File: src/common/core_cfg.svh
//////////////////////////////
// widths and instruction codes of the integer core
//////////////////////////////
`ifndef CORE_CFG_SVH
`define CORE_CFG_SVH

`define CORE_XLEN       32
`define CORE_REG_AW     5
`define CORE_DIV_STEPS  32

// major opcodes
`define CORE_OP_SPECIAL 6'h00
`define CORE_OP_ADDIU   6'h09
`define CORE_OP_ORI     6'h0d
`define CORE_OP_LUI     6'h0f

// funct field of SPECIAL
`define CORE_FN_MFHI    6'h10
`define CORE_FN_MFLO    6'h12
`define CORE_FN_DIV     6'h1a
`define CORE_FN_DIVU    6'h1b
`define CORE_FN_ADDU    6'h21
`define CORE_FN_SUBU    6'h23
`define CORE_FN_AND     6'h24
`define CORE_FN_OR      6'h25
`define CORE_FN_XOR     6'h26
`define CORE_FN_SLT     6'h2a
`define CORE_FN_SLTU    6'h2b

`endif
File: src/common/core_pkg.sv
//////////////////////////////
// instruction word, ALU ops and the records passed
// between pipeline stages
//////////////////////////////
`include "core_cfg.svh"

package core_pkg;

    typedef struct packed {
        logic [5:0]              opcode;
        logic [`CORE_REG_AW-1:0] rs;
        logic [`CORE_REG_AW-1:0] rt;
        logic [`CORE_REG_AW-1:0] rd;
        logic [4:0]              shamt;
        logic [5:0]              funct;
    } instr_r_t;

    typedef struct packed {
        logic [5:0]              opcode;
        logic [`CORE_REG_AW-1:0] rs;
        logic [`CORE_REG_AW-1:0] rt;
        logic [15:0]             imm16;
    } instr_i_t;

    // one word, two field layouts
    typedef union packed {
        instr_r_t r;
        instr_i_t i;
    } instr_u;

    typedef enum logic [3:0] {
        ALU_ADD,
        ALU_SUB,
        ALU_AND,
        ALU_OR,
        ALU_XOR,
        ALU_SLT,
        ALU_SLTU,
        ALU_LUI,
        ALU_DIV,
        ALU_DIVU,
        ALU_MFHI,
        ALU_MFLO
    } alu_op_e;

    typedef struct packed {
        alu_op_e                 op;
        logic [`CORE_XLEN-1:0]   operand_a;
        logic [`CORE_XLEN-1:0]   operand_b;
        logic                    wr_en;
        logic [`CORE_REG_AW-1:0] wr_addr;
    } ex_pkt_t;

    typedef struct packed {
        logic                    valid;
        logic                    wr_en;
        logic [`CORE_REG_AW-1:0] wr_addr;
        logic [`CORE_XLEN-1:0]   wr_data;
        logic [`CORE_XLEN-1:0]   hi;
        logic [`CORE_XLEN-1:0]   lo;
    } retire_t;

    typedef struct packed {
        logic                  is_signed;
        logic [`CORE_XLEN-1:0] dividend;
        logic [`CORE_XLEN-1:0] divisor;
    } div_req_t;

endpackage

File: src/hdl/core_top.sv
//////////////////////////////
// integer core top level, instruction port in
// and retire port out
//////////////////////////////
`include "core_cfg.svh"

module core_top (
    input  logic              clk,
    input  logic              rst,
    input  logic              instr_req_i,
    input  core_pkg::instr_u  instr_i,
    output logic              instr_ack_o,
    output core_pkg::retire_t retire_o
);

    logic                    dec_valid;
    logic                    ex_valid;
    logic                    ex_busy;
    logic [`CORE_REG_AW-1:0] rs_addr;
    logic [`CORE_REG_AW-1:0] rt_addr;
    logic [`CORE_XLEN-1:0]   rs_data;
    logic [`CORE_XLEN-1:0]   rt_data;
    core_pkg::ex_pkt_t       ex_pkt;
    core_pkg::div_req_t      div_req;
    logic                    div_start;
    logic                    div_done;
    logic [`CORE_XLEN-1:0]   quotient;
    logic [`CORE_XLEN-1:0]   remainder;

    pipe_control u_ctrl (
        .clk         (clk),
        .rst         (rst),
        .instr_req_i (instr_req_i),
        .instr_ack_o (instr_ack_o),
        .ex_busy_i   (ex_busy),
        .dec_valid_o (dec_valid),
        .ex_valid_o  (ex_valid)
    );

    decode_stage u_dec (
        .clk       (clk),
        .rst       (rst),
        .instr_i   (instr_i),
        .capture_i (dec_valid),
        .hold_i    (ex_busy),
        .rs_data_i (rs_data),
        .rt_data_i (rt_data),
        .fwd_i     (retire_o),
        .rs_addr_o (rs_addr),
        .rt_addr_o (rt_addr),
        .pkt_o     (ex_pkt)
    );

    reg_file u_rf (
        .clk       (clk),
        .rst       (rst),
        .rs_addr_i (rs_addr),
        .rt_addr_i (rt_addr),
        .rs_data_o (rs_data),
        .rt_data_o (rt_data),
        .wr_i      (retire_o)
    );

    execute_stage u_ex (
        .clk         (clk),
        .rst         (rst),
        .pkt_i       (ex_pkt),
        .valid_i     (ex_valid),
        .busy_o      (ex_busy),
        .div_req_o   (div_req),
        .div_start_o (div_start),
        .div_done_i  (div_done),
        .quotient_i  (quotient),
        .remainder_i (remainder),
        .retire_o    (retire_o)
    );

    div_unit u_div (
        .clk         (clk),
        .rst         (rst),
        .req_i       (div_req),
        .start_i     (div_start),
        .done_o      (div_done),
        .quotient_o  (quotient),
        .remainder_o (remainder)
    );

endmodule

File: src/hdl/execute_stage.sv
//////////////////////////////
// ALU, HI/LO and the retire register, drives
// the divider while a divide is in execute
//////////////////////////////
`include "core_cfg.svh"

module execute_stage (
    input  logic                  clk,
    input  logic                  rst,
    input  core_pkg::ex_pkt_t     pkt_i,
    input  logic                  valid_i,
    output logic                  busy_o,
    output core_pkg::div_req_t    div_req_o,
    output logic                  div_start_o,
    input  logic                  div_done_i,
    input  logic [`CORE_XLEN-1:0] quotient_i,
    input  logic [`CORE_XLEN-1:0] remainder_i,
    output core_pkg::retire_t     retire_o
);

    logic                  is_div;
    logic                  div_finish;
    logic                  fire;
    logic [`CORE_XLEN-1:0] a;
    logic [`CORE_XLEN-1:0] b;
    logic [`CORE_XLEN-1:0] result;
    logic [`CORE_XLEN-1:0] hi_q;
    logic [`CORE_XLEN-1:0] lo_q;
    logic [`CORE_XLEN-1:0] hi_d;
    logic [`CORE_XLEN-1:0] lo_d;

    assign a = pkt_i.operand_a;
    assign b = pkt_i.operand_b;

    assign is_div     = (pkt_i.op == core_pkg::ALU_DIV) || (pkt_i.op == core_pkg::ALU_DIVU);
    assign div_finish = div_start_o && div_done_i;
    assign busy_o     = valid_i && is_div && !div_finish;
    assign fire       = valid_i && !busy_o;

    // packet is held in decode for the whole divide
    assign div_req_o.is_signed = (pkt_i.op == core_pkg::ALU_DIV);
    assign div_req_o.dividend  = a;
    assign div_req_o.divisor   = b;

    always_comb begin
        case (pkt_i.op)
            core_pkg::ALU_ADD:  result = a + b;
            core_pkg::ALU_SUB:  result = a - b;
            core_pkg::ALU_AND:  result = a & b;
            core_pkg::ALU_OR:   result = a | b;
            core_pkg::ALU_XOR:  result = a ^ b;
            core_pkg::ALU_SLT:  result = {{(`CORE_XLEN-1){1'b0}}, $signed(a) < $signed(b)};
            core_pkg::ALU_SLTU: result = {{(`CORE_XLEN-1){1'b0}}, a < b};
            core_pkg::ALU_LUI:  result = b;
            core_pkg::ALU_MFHI: result = hi_q;
            core_pkg::ALU_MFLO: result = lo_q;
            default:            result = '0;
        endcase
    end

    assign hi_d = is_div ? remainder_i : hi_q;
    assign lo_d = is_div ? quotient_i : lo_q;

    always_ff @(posedge clk) begin
        if (rst) begin
            div_start_o <= 1'b0;
            hi_q        <= '0;
            lo_q        <= '0;
        end else begin
            // wait for done to fall from the previous divide before a new start
            if (valid_i && is_div && !div_start_o && !div_done_i) begin
                div_start_o <= 1'b1;
            end else if (div_finish) begin
                div_start_o <= 1'b0;
            end
            if (fire) begin
                hi_q <= hi_d;
                lo_q <= lo_d;
            end
        end
    end

    always_ff @(posedge clk) begin
        if (rst) begin
            retire_o.valid <= 1'b0;
        end else begin
            retire_o.valid <= fire;
            if (fire) begin
                retire_o.wr_en   <= pkt_i.wr_en;
                retire_o.wr_addr <= pkt_i.wr_addr;
                retire_o.wr_data <= result;
                retire_o.hi      <= hi_d;
                retire_o.lo      <= lo_d;
            end
        end
    end

endmodule

File: src/hdl/reg_file.sv
//////////////////////////////
// general purpose registers, written from
// the retire record
//////////////////////////////
`include "core_cfg.svh"

module reg_file (
    input  logic                    clk,
    input  logic                    rst,
    input  logic [`CORE_REG_AW-1:0] rs_addr_i,
    input  logic [`CORE_REG_AW-1:0] rt_addr_i,
    output logic [`CORE_XLEN-1:0]   rs_data_o,
    output logic [`CORE_XLEN-1:0]   rt_data_o,
    input  core_pkg::retire_t       wr_i
);

    localparam int NREGS = 1 << `CORE_REG_AW;

    logic [`CORE_XLEN-1:0] regs [NREGS];
    logic                  wr_fire;

    // r0 is cleared on reset and never written
    assign wr_fire = wr_i.valid && wr_i.wr_en && (wr_i.wr_addr != '0);

    always_ff @(posedge clk) begin
        if (rst) begin
            for (int k = 0; k < NREGS; k++) begin
                regs[k] <= '0;
            end
        end else if (wr_fire) begin
            regs[wr_i.wr_addr] <= wr_i.wr_data;
        end
    end

    // write-through
    assign rs_data_o = (wr_fire && wr_i.wr_addr == rs_addr_i) ? wr_i.wr_data : regs[rs_addr_i];
    assign rt_data_o = (wr_fire && wr_i.wr_addr == rt_addr_i) ? wr_i.wr_data : regs[rt_addr_i];

endmodule

File: src/hdl/decode_stage.sv
//////////////////////////////
// instruction word to execute packet, operands
// read here with forwarding from retire
//////////////////////////////
`include "core_cfg.svh"

module decode_stage (
    input  logic                    clk,
    input  logic                    rst,
    input  core_pkg::instr_u        instr_i,
    input  logic                    capture_i,
    input  logic                    hold_i,
    input  logic [`CORE_XLEN-1:0]   rs_data_i,
    input  logic [`CORE_XLEN-1:0]   rt_data_i,
    input  core_pkg::retire_t       fwd_i,
    output logic [`CORE_REG_AW-1:0] rs_addr_o,
    output logic [`CORE_REG_AW-1:0] rt_addr_o,
    output core_pkg::ex_pkt_t       pkt_o
);

    logic [15:0]           imm;
    logic                  fwd_ok;
    logic [`CORE_XLEN-1:0] rs_val;
    logic [`CORE_XLEN-1:0] rt_val;
    core_pkg::ex_pkt_t     pkt_d;

    // rs and rt sit at the same bits in both layouts
    assign rs_addr_o = instr_i.r.rs;
    assign rt_addr_o = instr_i.r.rt;
    assign imm       = instr_i.i.imm16;

    assign fwd_ok = fwd_i.valid && fwd_i.wr_en && (fwd_i.wr_addr != '0);
    assign rs_val = (fwd_ok && fwd_i.wr_addr == rs_addr_o) ? fwd_i.wr_data : rs_data_i;
    assign rt_val = (fwd_ok && fwd_i.wr_addr == rt_addr_o) ? fwd_i.wr_data : rt_data_i;

    always_comb begin
        pkt_d           = '0;
        pkt_d.op        = core_pkg::ALU_ADD;
        pkt_d.operand_a = rs_val;
        pkt_d.operand_b = rt_val;
        case (instr_i.r.opcode)
            `CORE_OP_SPECIAL: begin
                pkt_d.wr_en   = 1'b1;
                pkt_d.wr_addr = instr_i.r.rd;
                case (instr_i.r.funct)
                    `CORE_FN_ADDU: pkt_d.op = core_pkg::ALU_ADD;
                    `CORE_FN_SUBU: pkt_d.op = core_pkg::ALU_SUB;
                    `CORE_FN_AND:  pkt_d.op = core_pkg::ALU_AND;
                    `CORE_FN_OR:   pkt_d.op = core_pkg::ALU_OR;
                    `CORE_FN_XOR:  pkt_d.op = core_pkg::ALU_XOR;
                    `CORE_FN_SLT:  pkt_d.op = core_pkg::ALU_SLT;
                    `CORE_FN_SLTU: pkt_d.op = core_pkg::ALU_SLTU;
                    `CORE_FN_MFHI: pkt_d.op = core_pkg::ALU_MFHI;
                    `CORE_FN_MFLO: pkt_d.op = core_pkg::ALU_MFLO;
                    `CORE_FN_DIV: begin
                        pkt_d.op    = core_pkg::ALU_DIV;
                        pkt_d.wr_en = 1'b0;
                    end
                    `CORE_FN_DIVU: begin
                        pkt_d.op    = core_pkg::ALU_DIVU;
                        pkt_d.wr_en = 1'b0;
                    end
                    default: pkt_d.wr_en = 1'b0;
                endcase
            end
            `CORE_OP_ADDIU: begin
                pkt_d.wr_en     = 1'b1;
                pkt_d.wr_addr   = instr_i.i.rt;
                pkt_d.operand_b = {{(`CORE_XLEN-16){imm[15]}}, imm};
            end
            `CORE_OP_ORI: begin
                pkt_d.op        = core_pkg::ALU_OR;
                pkt_d.wr_en     = 1'b1;
                pkt_d.wr_addr   = instr_i.i.rt;
                pkt_d.operand_b = {{(`CORE_XLEN-16){1'b0}}, imm};
            end
            `CORE_OP_LUI: begin
                pkt_d.op        = core_pkg::ALU_LUI;
                pkt_d.wr_en     = 1'b1;
                pkt_d.wr_addr   = instr_i.i.rt;
                pkt_d.operand_b = {imm, {(`CORE_XLEN-16){1'b0}}};
            end
            default: pkt_d.wr_en = 1'b0;
        endcase
    end

    always_ff @(posedge clk) begin
        if (rst) begin
            pkt_o <= '0;
        end else if (capture_i && !hold_i) begin
            pkt_o <= pkt_d;
        end
    end

endmodule

File: src/hdl/pipe_control.sv
//////////////////////////////
// issue handshake and slot valid bits, stalls
// while execute reports busy
//////////////////////////////
module pipe_control (
    input  logic clk,
    input  logic rst,
    input  logic instr_req_i,
    output logic instr_ack_o,
    input  logic ex_busy_i,
    output logic dec_valid_o,
    output logic ex_valid_o
);

    logic armed_q;
    logic ex_valid_q;
    logic capture;

    // the word sits in decode only during the ack cycle,
    // so a capture needs execute free or finishing this cycle
    assign capture = instr_req_i && armed_q && !ex_busy_i;

    assign instr_ack_o = capture;
    assign dec_valid_o = capture;
    assign ex_valid_o  = ex_valid_q;

    // armed means req was seen low since the last ack
    always_ff @(posedge clk) begin
        if (rst) begin
            armed_q <= 1'b1;
        end else if (capture) begin
            armed_q <= 1'b0;
        end else if (!instr_req_i) begin
            armed_q <= 1'b1;
        end
    end

    // a busy divide keeps its slot, anything else leaves after one cycle
    always_ff @(posedge clk) begin
        if (rst) begin
            ex_valid_q <= 1'b0;
        end else begin
            ex_valid_q <= capture || (ex_valid_q && ex_busy_i);
        end
    end

endmodule

File: src/div/div_unit.sv
//////////////////////////////
// iterative restoring divider, one quotient bit
// per cycle, four-phase start/done
//////////////////////////////
`include "core_cfg.svh"

module div_unit (
    input  logic                  clk,
    input  logic                  rst,
    input  core_pkg::div_req_t    req_i,
    input  logic                  start_i,
    output logic                  done_o,
    output logic [`CORE_XLEN-1:0] quotient_o,
    output logic [`CORE_XLEN-1:0] remainder_o
);

    localparam int CW = $clog2(`CORE_DIV_STEPS);

    typedef enum logic [1:0] {
        S_IDLE,
        S_RUN,
        S_FIX,
        S_DONE
    } state_e;

    state_e                state_q;
    logic [CW-1:0]         count_q;
    logic [`CORE_XLEN-1:0] q_q;
    logic [`CORE_XLEN-1:0] r_q;
    logic [`CORE_XLEN-1:0] d_q;
    logic [`CORE_XLEN-1:0] dividend_q;
    logic                  neg_q_q;
    logic                  neg_r_q;
    logic                  zero_q;
    logic                  a_neg;
    logic                  b_neg;
    logic [`CORE_XLEN:0]   trial;
    logic [`CORE_XLEN:0]   diff;

    assign a_neg = req_i.is_signed && req_i.dividend[`CORE_XLEN-1];
    assign b_neg = req_i.is_signed && req_i.divisor[`CORE_XLEN-1];

    // borrow out of diff means the trial remainder is below the divisor
    assign trial = {r_q, q_q[`CORE_XLEN-1]};
    assign diff  = trial - {1'b0, d_q};

    assign done_o = (state_q == S_DONE);

    always_ff @(posedge clk) begin
        if (rst) begin
            state_q <= S_IDLE;
        end else begin
            case (state_q)
                S_IDLE: if (start_i) state_q <= S_RUN;
                S_RUN:  if (count_q == CW'(`CORE_DIV_STEPS - 1)) state_q <= S_FIX;
                S_FIX:  state_q <= S_DONE;
                S_DONE: if (!start_i) state_q <= S_IDLE;
                default: state_q <= S_IDLE;
            endcase
        end
    end

    always_ff @(posedge clk) begin
        case (state_q)
            S_IDLE: begin
                count_q    <= '0;
                r_q        <= '0;
                q_q        <= a_neg ? -req_i.dividend : req_i.dividend;
                d_q        <= b_neg ? -req_i.divisor : req_i.divisor;
                dividend_q <= req_i.dividend;
                neg_q_q    <= a_neg ^ b_neg;
                neg_r_q    <= a_neg;
                zero_q     <= (req_i.divisor == '0);
            end
            S_RUN: begin
                count_q <= count_q + 1'b1;
                r_q     <= diff[`CORE_XLEN] ? trial[`CORE_XLEN-1:0] : diff[`CORE_XLEN-1:0];
                q_q     <= {q_q[`CORE_XLEN-2:0], ~diff[`CORE_XLEN]};
            end
            S_FIX: begin
                // divide by zero gives all ones and leaves the dividend as remainder
                quotient_o  <= zero_q ? '1 : (neg_q_q ? -q_q : q_q);
                remainder_o <= zero_q ? dividend_q : (neg_r_q ? -r_q : r_q);
            end
            default: begin
            end
        endcase
    end

endmodule

File: config.mk
export PLATFORM = sky130hd
export DESIGN_NAME = core_top
export DESIGN_NICKNAME = d
export VERILOG_FILES = /design/src/common/core_pkg.sv /design/src/hdl/core_top.sv /design/src/hdl/execute_stage.sv /design/src/hdl/reg_file.sv /design/src/hdl/decode_stage.sv /design/src/hdl/pipe_control.sv /design/src/div/div_unit.sv
export VERILOG_INCLUDE_DIRS = /design/src /design/src/common
export SDC_FILE = /design/constraint.sdc
export NUM_CORES = 2
export LEC_CHECK = 0
export ABC_CLOCK_PERIOD_IN_PS = 9500
export BUFFER_PORTS_ARGS = -buffer_cell sky130_fd_sc_hd__buf_2
export CAP_MARGIN = 10
export CORE_MARGIN = 5
export CORE_UTILIZATION = 66
export CTS_BUF_LIST = sky130_fd_sc_hd__clkbuf_2 sky130_fd_sc_hd__clkbuf_4 sky130_fd_sc_hd__clkbuf_8
export CTS_CLUSTER_DIAMETER = 30
export CTS_CLUSTER_SIZE = 20
export DETAILED_ROUTE_END_ITERATION = 12
export PLACE_DENSITY = 0.83
export SLEW_MARGIN = 20
export SYNTH_ARGS = -nofsm -noshare
export SYNTH_HDL_FRONTEND = slang
export SYNTH_SLANG_ARGS = --single-unit
File: constraint.sdc
create_clock -name clk -period 9.5 [get_ports clk]
set_input_delay 1.425 -clock clk [delete_from_list [all_inputs] [get_ports clk]]
set_output_delay 1.425 -clock clk [all_outputs]
set_load 0.01 [all_outputs]
; ---- After elaboration in Yosys (flattened, before gate mapping)
; Memories as Yosys holds them, arrays and structs flattened. A register that Yosys moved wholly into a read port is not among the register bits.
; Cells that the tools add are included.
[classes]
n_addsub = 8
mul = 0
n_div = 0
order_cmp = 2
n_eq_ne = 34
shift = 0
mux = 35
bitwise_logic = 6
n_reduce_logical = 33
[ops]
columns = cell, n
row1 = $mux W32, 10
row2 = $pmux W32 S10, 1
row3 = $neg A32 Y32, 4
row4 = $pmux W32 S2, 2
row5 = $pmux W32 S3, 1
row6 = $lt A32 B32 Y1, 2
row7 = $eq A6 B6 Y1 const B, 7
row8 = $pmux W4 S10, 1
row9 = $sub A33 B32 Y33, 1
row10 = $add A32 B32 Y32, 1
row11 = $and A32 B32 Y32, 1
row12 = $logic_not A32 Y1, 1
row13 = $or A32 B32 Y32, 1
row14 = $reduce_or A32 Y1, 1
row15 = $sub A32 B32 Y32, 1
row16 = $xor A32 B32 Y32, 1
row17 = $eq A6 B5 Y1 const B, 4
row18 = $pmux W5 S2, 2
row19 = $eq A6 B4 Y1 const B, 3
row20 = $eq A4 B3 Y1 const B, 4
row21 = $eq A4 B4 Y1 const B, 4
row22 = $logic_and A1 B1 Y1, 15
row23 = $pmux W4 S3, 1
row24 = $mux W1, 11
row25 = 26 further kinds, 38
[word_totals]
regBits = 414
latchBits = 0
ramBits = 1024
mem_bits_ro = 0
elab_cells = 145
memories = 1
[memory_table]
columns = name, words, width, read_ports, rd_clocked_by_memory_dff, write_ports, line_no
row1 = u_rf.regs, 32, 32, 2, 1, 32, reg_file.sv:19  ; logic [`CORE_XLEN-1:0] regs [NREGS];

; ---- Logic depth before layout (Yosys ltp)
[depth]
depth_word = 7
ltp_mapped = 13
mapped_depth_nobuf = 13

; ---- By module
; From an unflattened synthesis, not the netlist that was laid out.
[unflattened]
cells_unflattened = 6302
area_unflattened_um2 = 82044.9
[by_module_without_submodules]
columns = mod, n_inst, cells_per_inst, area_each_um2, seq_area_each_um2
row1 = reg_file, 1, 3422, 53799.1, 30749.5
row2 = execute_stage, 1, 1271, 11901.4, 4384.2
row3 = div_unit, 1, 1137, 11866.4, 6045.8
row4 = decode_stage, 1, 463, 4383.0, 1481.4
row5 = pipe_control, 1, 9, 95.1, 40.0

; ---- Worst setup path before layout
; OpenSTA, ideal clock, no wires.
[synth_timing]
kind = register to register
from = reg u_dec.pkt_o[72] (netlist name)
to = reg, netlist name u_ex.retire_o[0]
setup_ns = 0.574
t_arrival_ns = 6.387
required_time_ns = 8.926
setup_slack_ns = 2.538
stages_incl_launch_ff = 9
path_buffers = 4
path_cell_list = dfxtp_1 clkbuf_1 nor3b_1 nand3_1 and2_1 clkbuf_1 clkbuf_1 buf_1 nor2b_1
[synth_between]
elab_chain_len = 7
word_cells_on_any_way = 8
[synth_lines]
columns = item, line_no
row1 = from (decl), decode_stage.sv:18  ; output core_pkg::ex_pkt_t pkt_o
row2 = from (signal assigned), decode_stage.sv:91  ; pkt_o <= pkt_d;
row3 = $eq A4 B4 Y1, execute_stage.sv:35  ; assign is_div = (pkt_i.op == core_pkg::ALU_DIV) || (pkt_i.op == core_pkg::ALU_DIVU);
row4 = $logic_or A1 B1 Y1 *, execute_stage.sv:35
row5 = $logic_and A1 B1 Y1 * (2 in a row), execute_stage.sv:37  ; assign busy_o = valid_i && is_div && !div_finish;
row6 = $logic_not A1 Y1 *, execute_stage.sv:38  ; assign fire = valid_i && !busy_o;
row7 = $logic_and A1 B1 Y1 *, execute_stage.sv:38
row8 = $reduce_and A2 Y1 (no line) *, n/a
; Mark *: on every way between the ends. The rest lies on a longest branch, timed or not.
; A chain may end at the register's enable or synchronous reset.

; ---- Final worst setup path
[layout_timing]
from = reg u_dec.pkt_o[73] (netlist name)
to = out instr_ack_o
[layout_between]
elab_chain_len = 6
word_cells_on_any_way = 7
[layout_lines]
columns = item, line_no
row1 = $eq A4 B4 Y1, execute_stage.sv:35
row2 = $logic_or A1 B1 Y1 *, execute_stage.sv:35
row3 = $logic_and A1 B1 Y1 * (2 in a row), execute_stage.sv:37
row4 = $logic_not A1 Y1 *, pipe_control.sv:21  ; assign capture = instr_req_i && armed_q && !ex_busy_i;
row5 = $logic_and A1 B1 Y1 *, pipe_control.sv:21
row6 = to (decl), core_top.sv:12  ; output logic instr_ack_o,
; Marks and branches as above.

==> summary.md <==
| Metric | Value |
|---|---|
| Slew HR | 20.0% |
| Final nets | 6237 |
| Worst-margin pin slew | 1.20 ns |
| DRC viols | 0 |
| Ys Warns | 0 |
| Vias in the first global route | 57500 |
| Placed cell areas | 83100 um^2 |
| Post-synthesis cell type count | 87 |
| Worst EP required | 8.08 ns |
| Post-synth ARST share | 0% |
| CP top delay family | simple AND/OR/NAND/NOR gates |
| Initial DRC Count | 10500 |
| Routed vias/inst | 7.39 |
| Largest net degree at the start of global routing | 97 |
| Synth Area in XOR/XNOR | 1.66% |
| Area contributors post-synth | edfxtp_1, mux4_2, and2_1 |
| Mapped Cells | 5979 |
| Critical path buffers and inverters | 4 |
| Hold Startpoint | u_dec.pkt_o[5] |
| Crit path kind | flip-flop to output pin |
| Commonest cells in the netlist | edfxtp_1, and2_1, mux4_2 |
| First-pass GRT wire length | 401 mm |
| Endpoints failing setup | 0 |
| CTS Hold Bufs | 0 |
| Most numerous cell in the Yosys netlist | edfxtp_1 |
| GP Congestion | 1.01 |
| CP dominant cell by count | buf_4 |
| Cell count after placement | 7385 |
| CTS sink cnt | 1470 |
| Grt ovf | 0 |
| Crit Path Max Fanout | 64 |
| Final Instance Count excl. Fillers | 7914 |
| Leakage | 32.9 nW |
| Adder-Cell Fraction of Synth Area | 2.26% |
| R2r endpoint | u_rf.regs[19][4] |
| CTS Buf Count | 294 |
| Yosys reg bits | 1470 |
| Fin crit share | 57.3% |
| Final Hold Slack | 0.441 ns |
| Post-synth EDFFs | 1326 |
| Setup tns final | 0 ns |
| Tot Pwr | 20.1 mW |
| Clock slew at reported path FFs | 0.07 ns |
| Sequential area share after synthesis | 52.8% |
| Type of origin of the critical path | flip-flop |
| Final Cell Area | 89700 um^2 |
| Worst vdd ir | 597 uV |
| Max frequency | 184 MHz |
| Die W | 360 um |
| CP max-delay cell | nor3b_4 |
| Worst hold path type | flip-flop to flip-flop |
| Fraction of layout cells with a size suffix above 1 | 25.1% |
| Max Clock Skew | 0.0973 ns |
| Hpwl dp | 178 mm |
| CTS tree | built |
| Main combinational cell family by area after synthesis | multiplexers |
| Hold Vio Cnt, Final | 0 |
| H-tree Lvls | 5 |
| Run status | finished, final reports clean |
| Maxcap violations | 0 |
| Clock Latency Late Sink | 1.04 ns |
| All-Layer GR Usage | 43.0% |
| Routed Wire Length | 282 mm |
| # IOs | 139 |
| First-pass DRT Iterations | 9 |
| Slowest cell delay on critical path | 0.79 ns |
| Simple-gate portion of the synthesized area | 12.9% |
| Cell taking the most area after synthesis | edfxtp_1 |
| Syn Area/Cell | 13.5 um^2 |
| Number of fill cells | 7463 |
| Post-CTS Setup Inserts | 0 |
| Initial antenna violation count | 21 |
| Hold path endpoint | u_ex.retire_o[101] |
| Clk root buf | clkbuf_8 |
| Critical Path AT | 4.02 ns |
| Mapped cell area | 80900 um^2 |
| DIE AREA | 130000 um^2 |
| Starting Density | 66.4% |
| Antenna-violating nets left | 0 |
| Clock Path Buffers | 4 |
| Via count | 58500 |
| # port buffers | 138 |
| Mux share of post-synthesis cell area | 20.7% |
| Post-synth top flop | edfxtp_1 |
| Wire length per cell | 35.6 um |
| WHS Path Cells | 0 |
| Worst flop-to-flop path startpoint | u_ex.retire_o[99] |
| Final min period | 5.44 ns |
| Max Slew Vio Count | 0 |
| RSZ-0062 raised after global routing | false |
| Worst-path cell chain | nor3b_4, buf_4, nand3_1, nand3_2, inv_2, buf_4, buf_2 |
| Core area | 122000 um^2 |
| Worst R2R Setup Slack | 4.23 ns |
| Compound-Gate Fraction of Synth Area | 6.42% |
| Reg2Reg Depth | 7 |
| Post-synth top area share | 49.2% |
| DIE HEIGHT | 360 um |
| Power Density | 224 nW/um^2 |
| Num rows | 128 |
| Worst Setup End Kind | output pin |
| Area grow syn2layout | 10.9% |
| Resized Gates After CTS | 0 |
-- registers in the layout, summed over array words and instances, names as in the netlist, named ones only --
name,cells
u_div.quotient_o,32
u_div.neg_q_q,1
u_div.r_q,32
u_div.dividend_q,32
u_rf.regs,1024
u_div.count_q,5
u_ex.hi_q,32
u_div.zero_q,1
u_div.d_q,32
u_ex.div_start_o,1
u_div.q_q,32
u_ctrl.armed_q,1
u_div.remainder_o,32
u_div.state_q,2
u_ex.retire_o,103
u_dec.pkt_o,74
u_div.neg_r_q,1
u_ex.lo_q,32
-- metal layers --
| metal | routed length, um | track usage, % | vias up |
|---|---|---|---|
| met2 | 125000 | 63.7 | 5765 |
| met1 | 86900 | 51.5 | 28500 |
| met3 | 43900 | 16.2 | 1351 |
| met4 | 26600 | 32.6 | 8 |
| li1 | - | - | 22900 |
| met5 | 92 | 0.145 | - |
-- power by group --
part           switching (mW)  internal [mW]
Sequential              0.458           7.65
Clock                    3.10           4.05
Combinational            3.04           1.82
Total                    6.59           13.5
-- kinds of logic (layout without fill, tap and decap cells) --
group                    after synthesis  in the layout
AND/OR/NAND/NOR                     1907           1907
flip-flops                          1470           1470
multiplexers                         864            864
AO/OA/AOI/OAI                        764            764
buffers and inverters                676            938
XOR/XNOR                             153            153
adder cells (fa/ha/maj)              144            144
other                                  1             49
-- through the flow --
step	util, %	setup slack (ns)
after detailed placement	68.3	4.19
after global routing	73.7	3.92
after CTS	73.6	3.99
after global placement	68.2	3.99
after floorplan	-	2.54
final	73.7	4.06
-- area by class of cell --
cell class / instances / area [um^2] / share of cell area (%)
diodes: 17 / 42.5 / 0.0474
flip-flops and latches: 1470 / 42700 / 47.6
clock inverters: 186 / 2060 / 2.30
well taps: 1625 / 2030 / 2.27
inverters: 151 / 567 / 0.632
repair buffers: 277 / 1910 / 2.13
multi-input cells: 3864 / 36000 / 40.2
clock buffers: 324 / 4350 / 4.85
-- cell usage in the layout, fill, tap and decap left out, types with 25 or more instances in the layout --
| cell type | count |
|---|---|
| edfxtp_1 | 1326 |
| and2_1 | 1003 |
| mux4_2 | 639 |
| nand2_1 | 311 |
| clkbuf_8 | 310 |
| nor2_1 | 242 |
| o21ai_0 | 172 |
| a21oi_1 | 168 |
| mux2i_1 | 157 |
| inv_1 | 148 |
| dfxtp_1 | 144 |
| ha_1 | 138 |
| buf_4 | 132 |
| buf_2 | 129 |
| xnor2_1 | 90 |
| o211ai_1 | 84 |
| mux2_2 | 68 |
| xor2_1 | 63 |
| nand3_1 | 56 |
| nor3_1 | 54 |
| a221oi_1 | 51 |
| clkinvlp_4 | 41 |
| o31ai_1 | 33 |
| bufinv_16 | 32 |
| conb_1 | 32 |
| nor2_4 | 31 |
| clkinv_2 | 29 |
| inv_6 | 27 |
| clkinv_4 | 26 |
| a211oi_1 | 25 |
| clkinv_1 | 25 |
-- how the worst max path moves through the flow --
stage	from	to	slack, ns	cells past startpoint
4_1_cts	u_dec.pkt_o[73]	instr_ack_o	3.99	7
2_1_floorplan	u_dec.pkt_o[72]	u_ex.retire_o[0]	2.54	8
6_report	u_dec.pkt_o[73]	instr_ack_o	4.06	7
3_3_place_gp	rst	u_rf.regs[7][26]	3.99	5
5_1_grt	u_dec.pkt_o[73]	instr_ack_o	3.92	7
3_5_place_dp	rst	u_rf.regs[19][20]	4.19	5
Power figures use the tool's default switching activity.
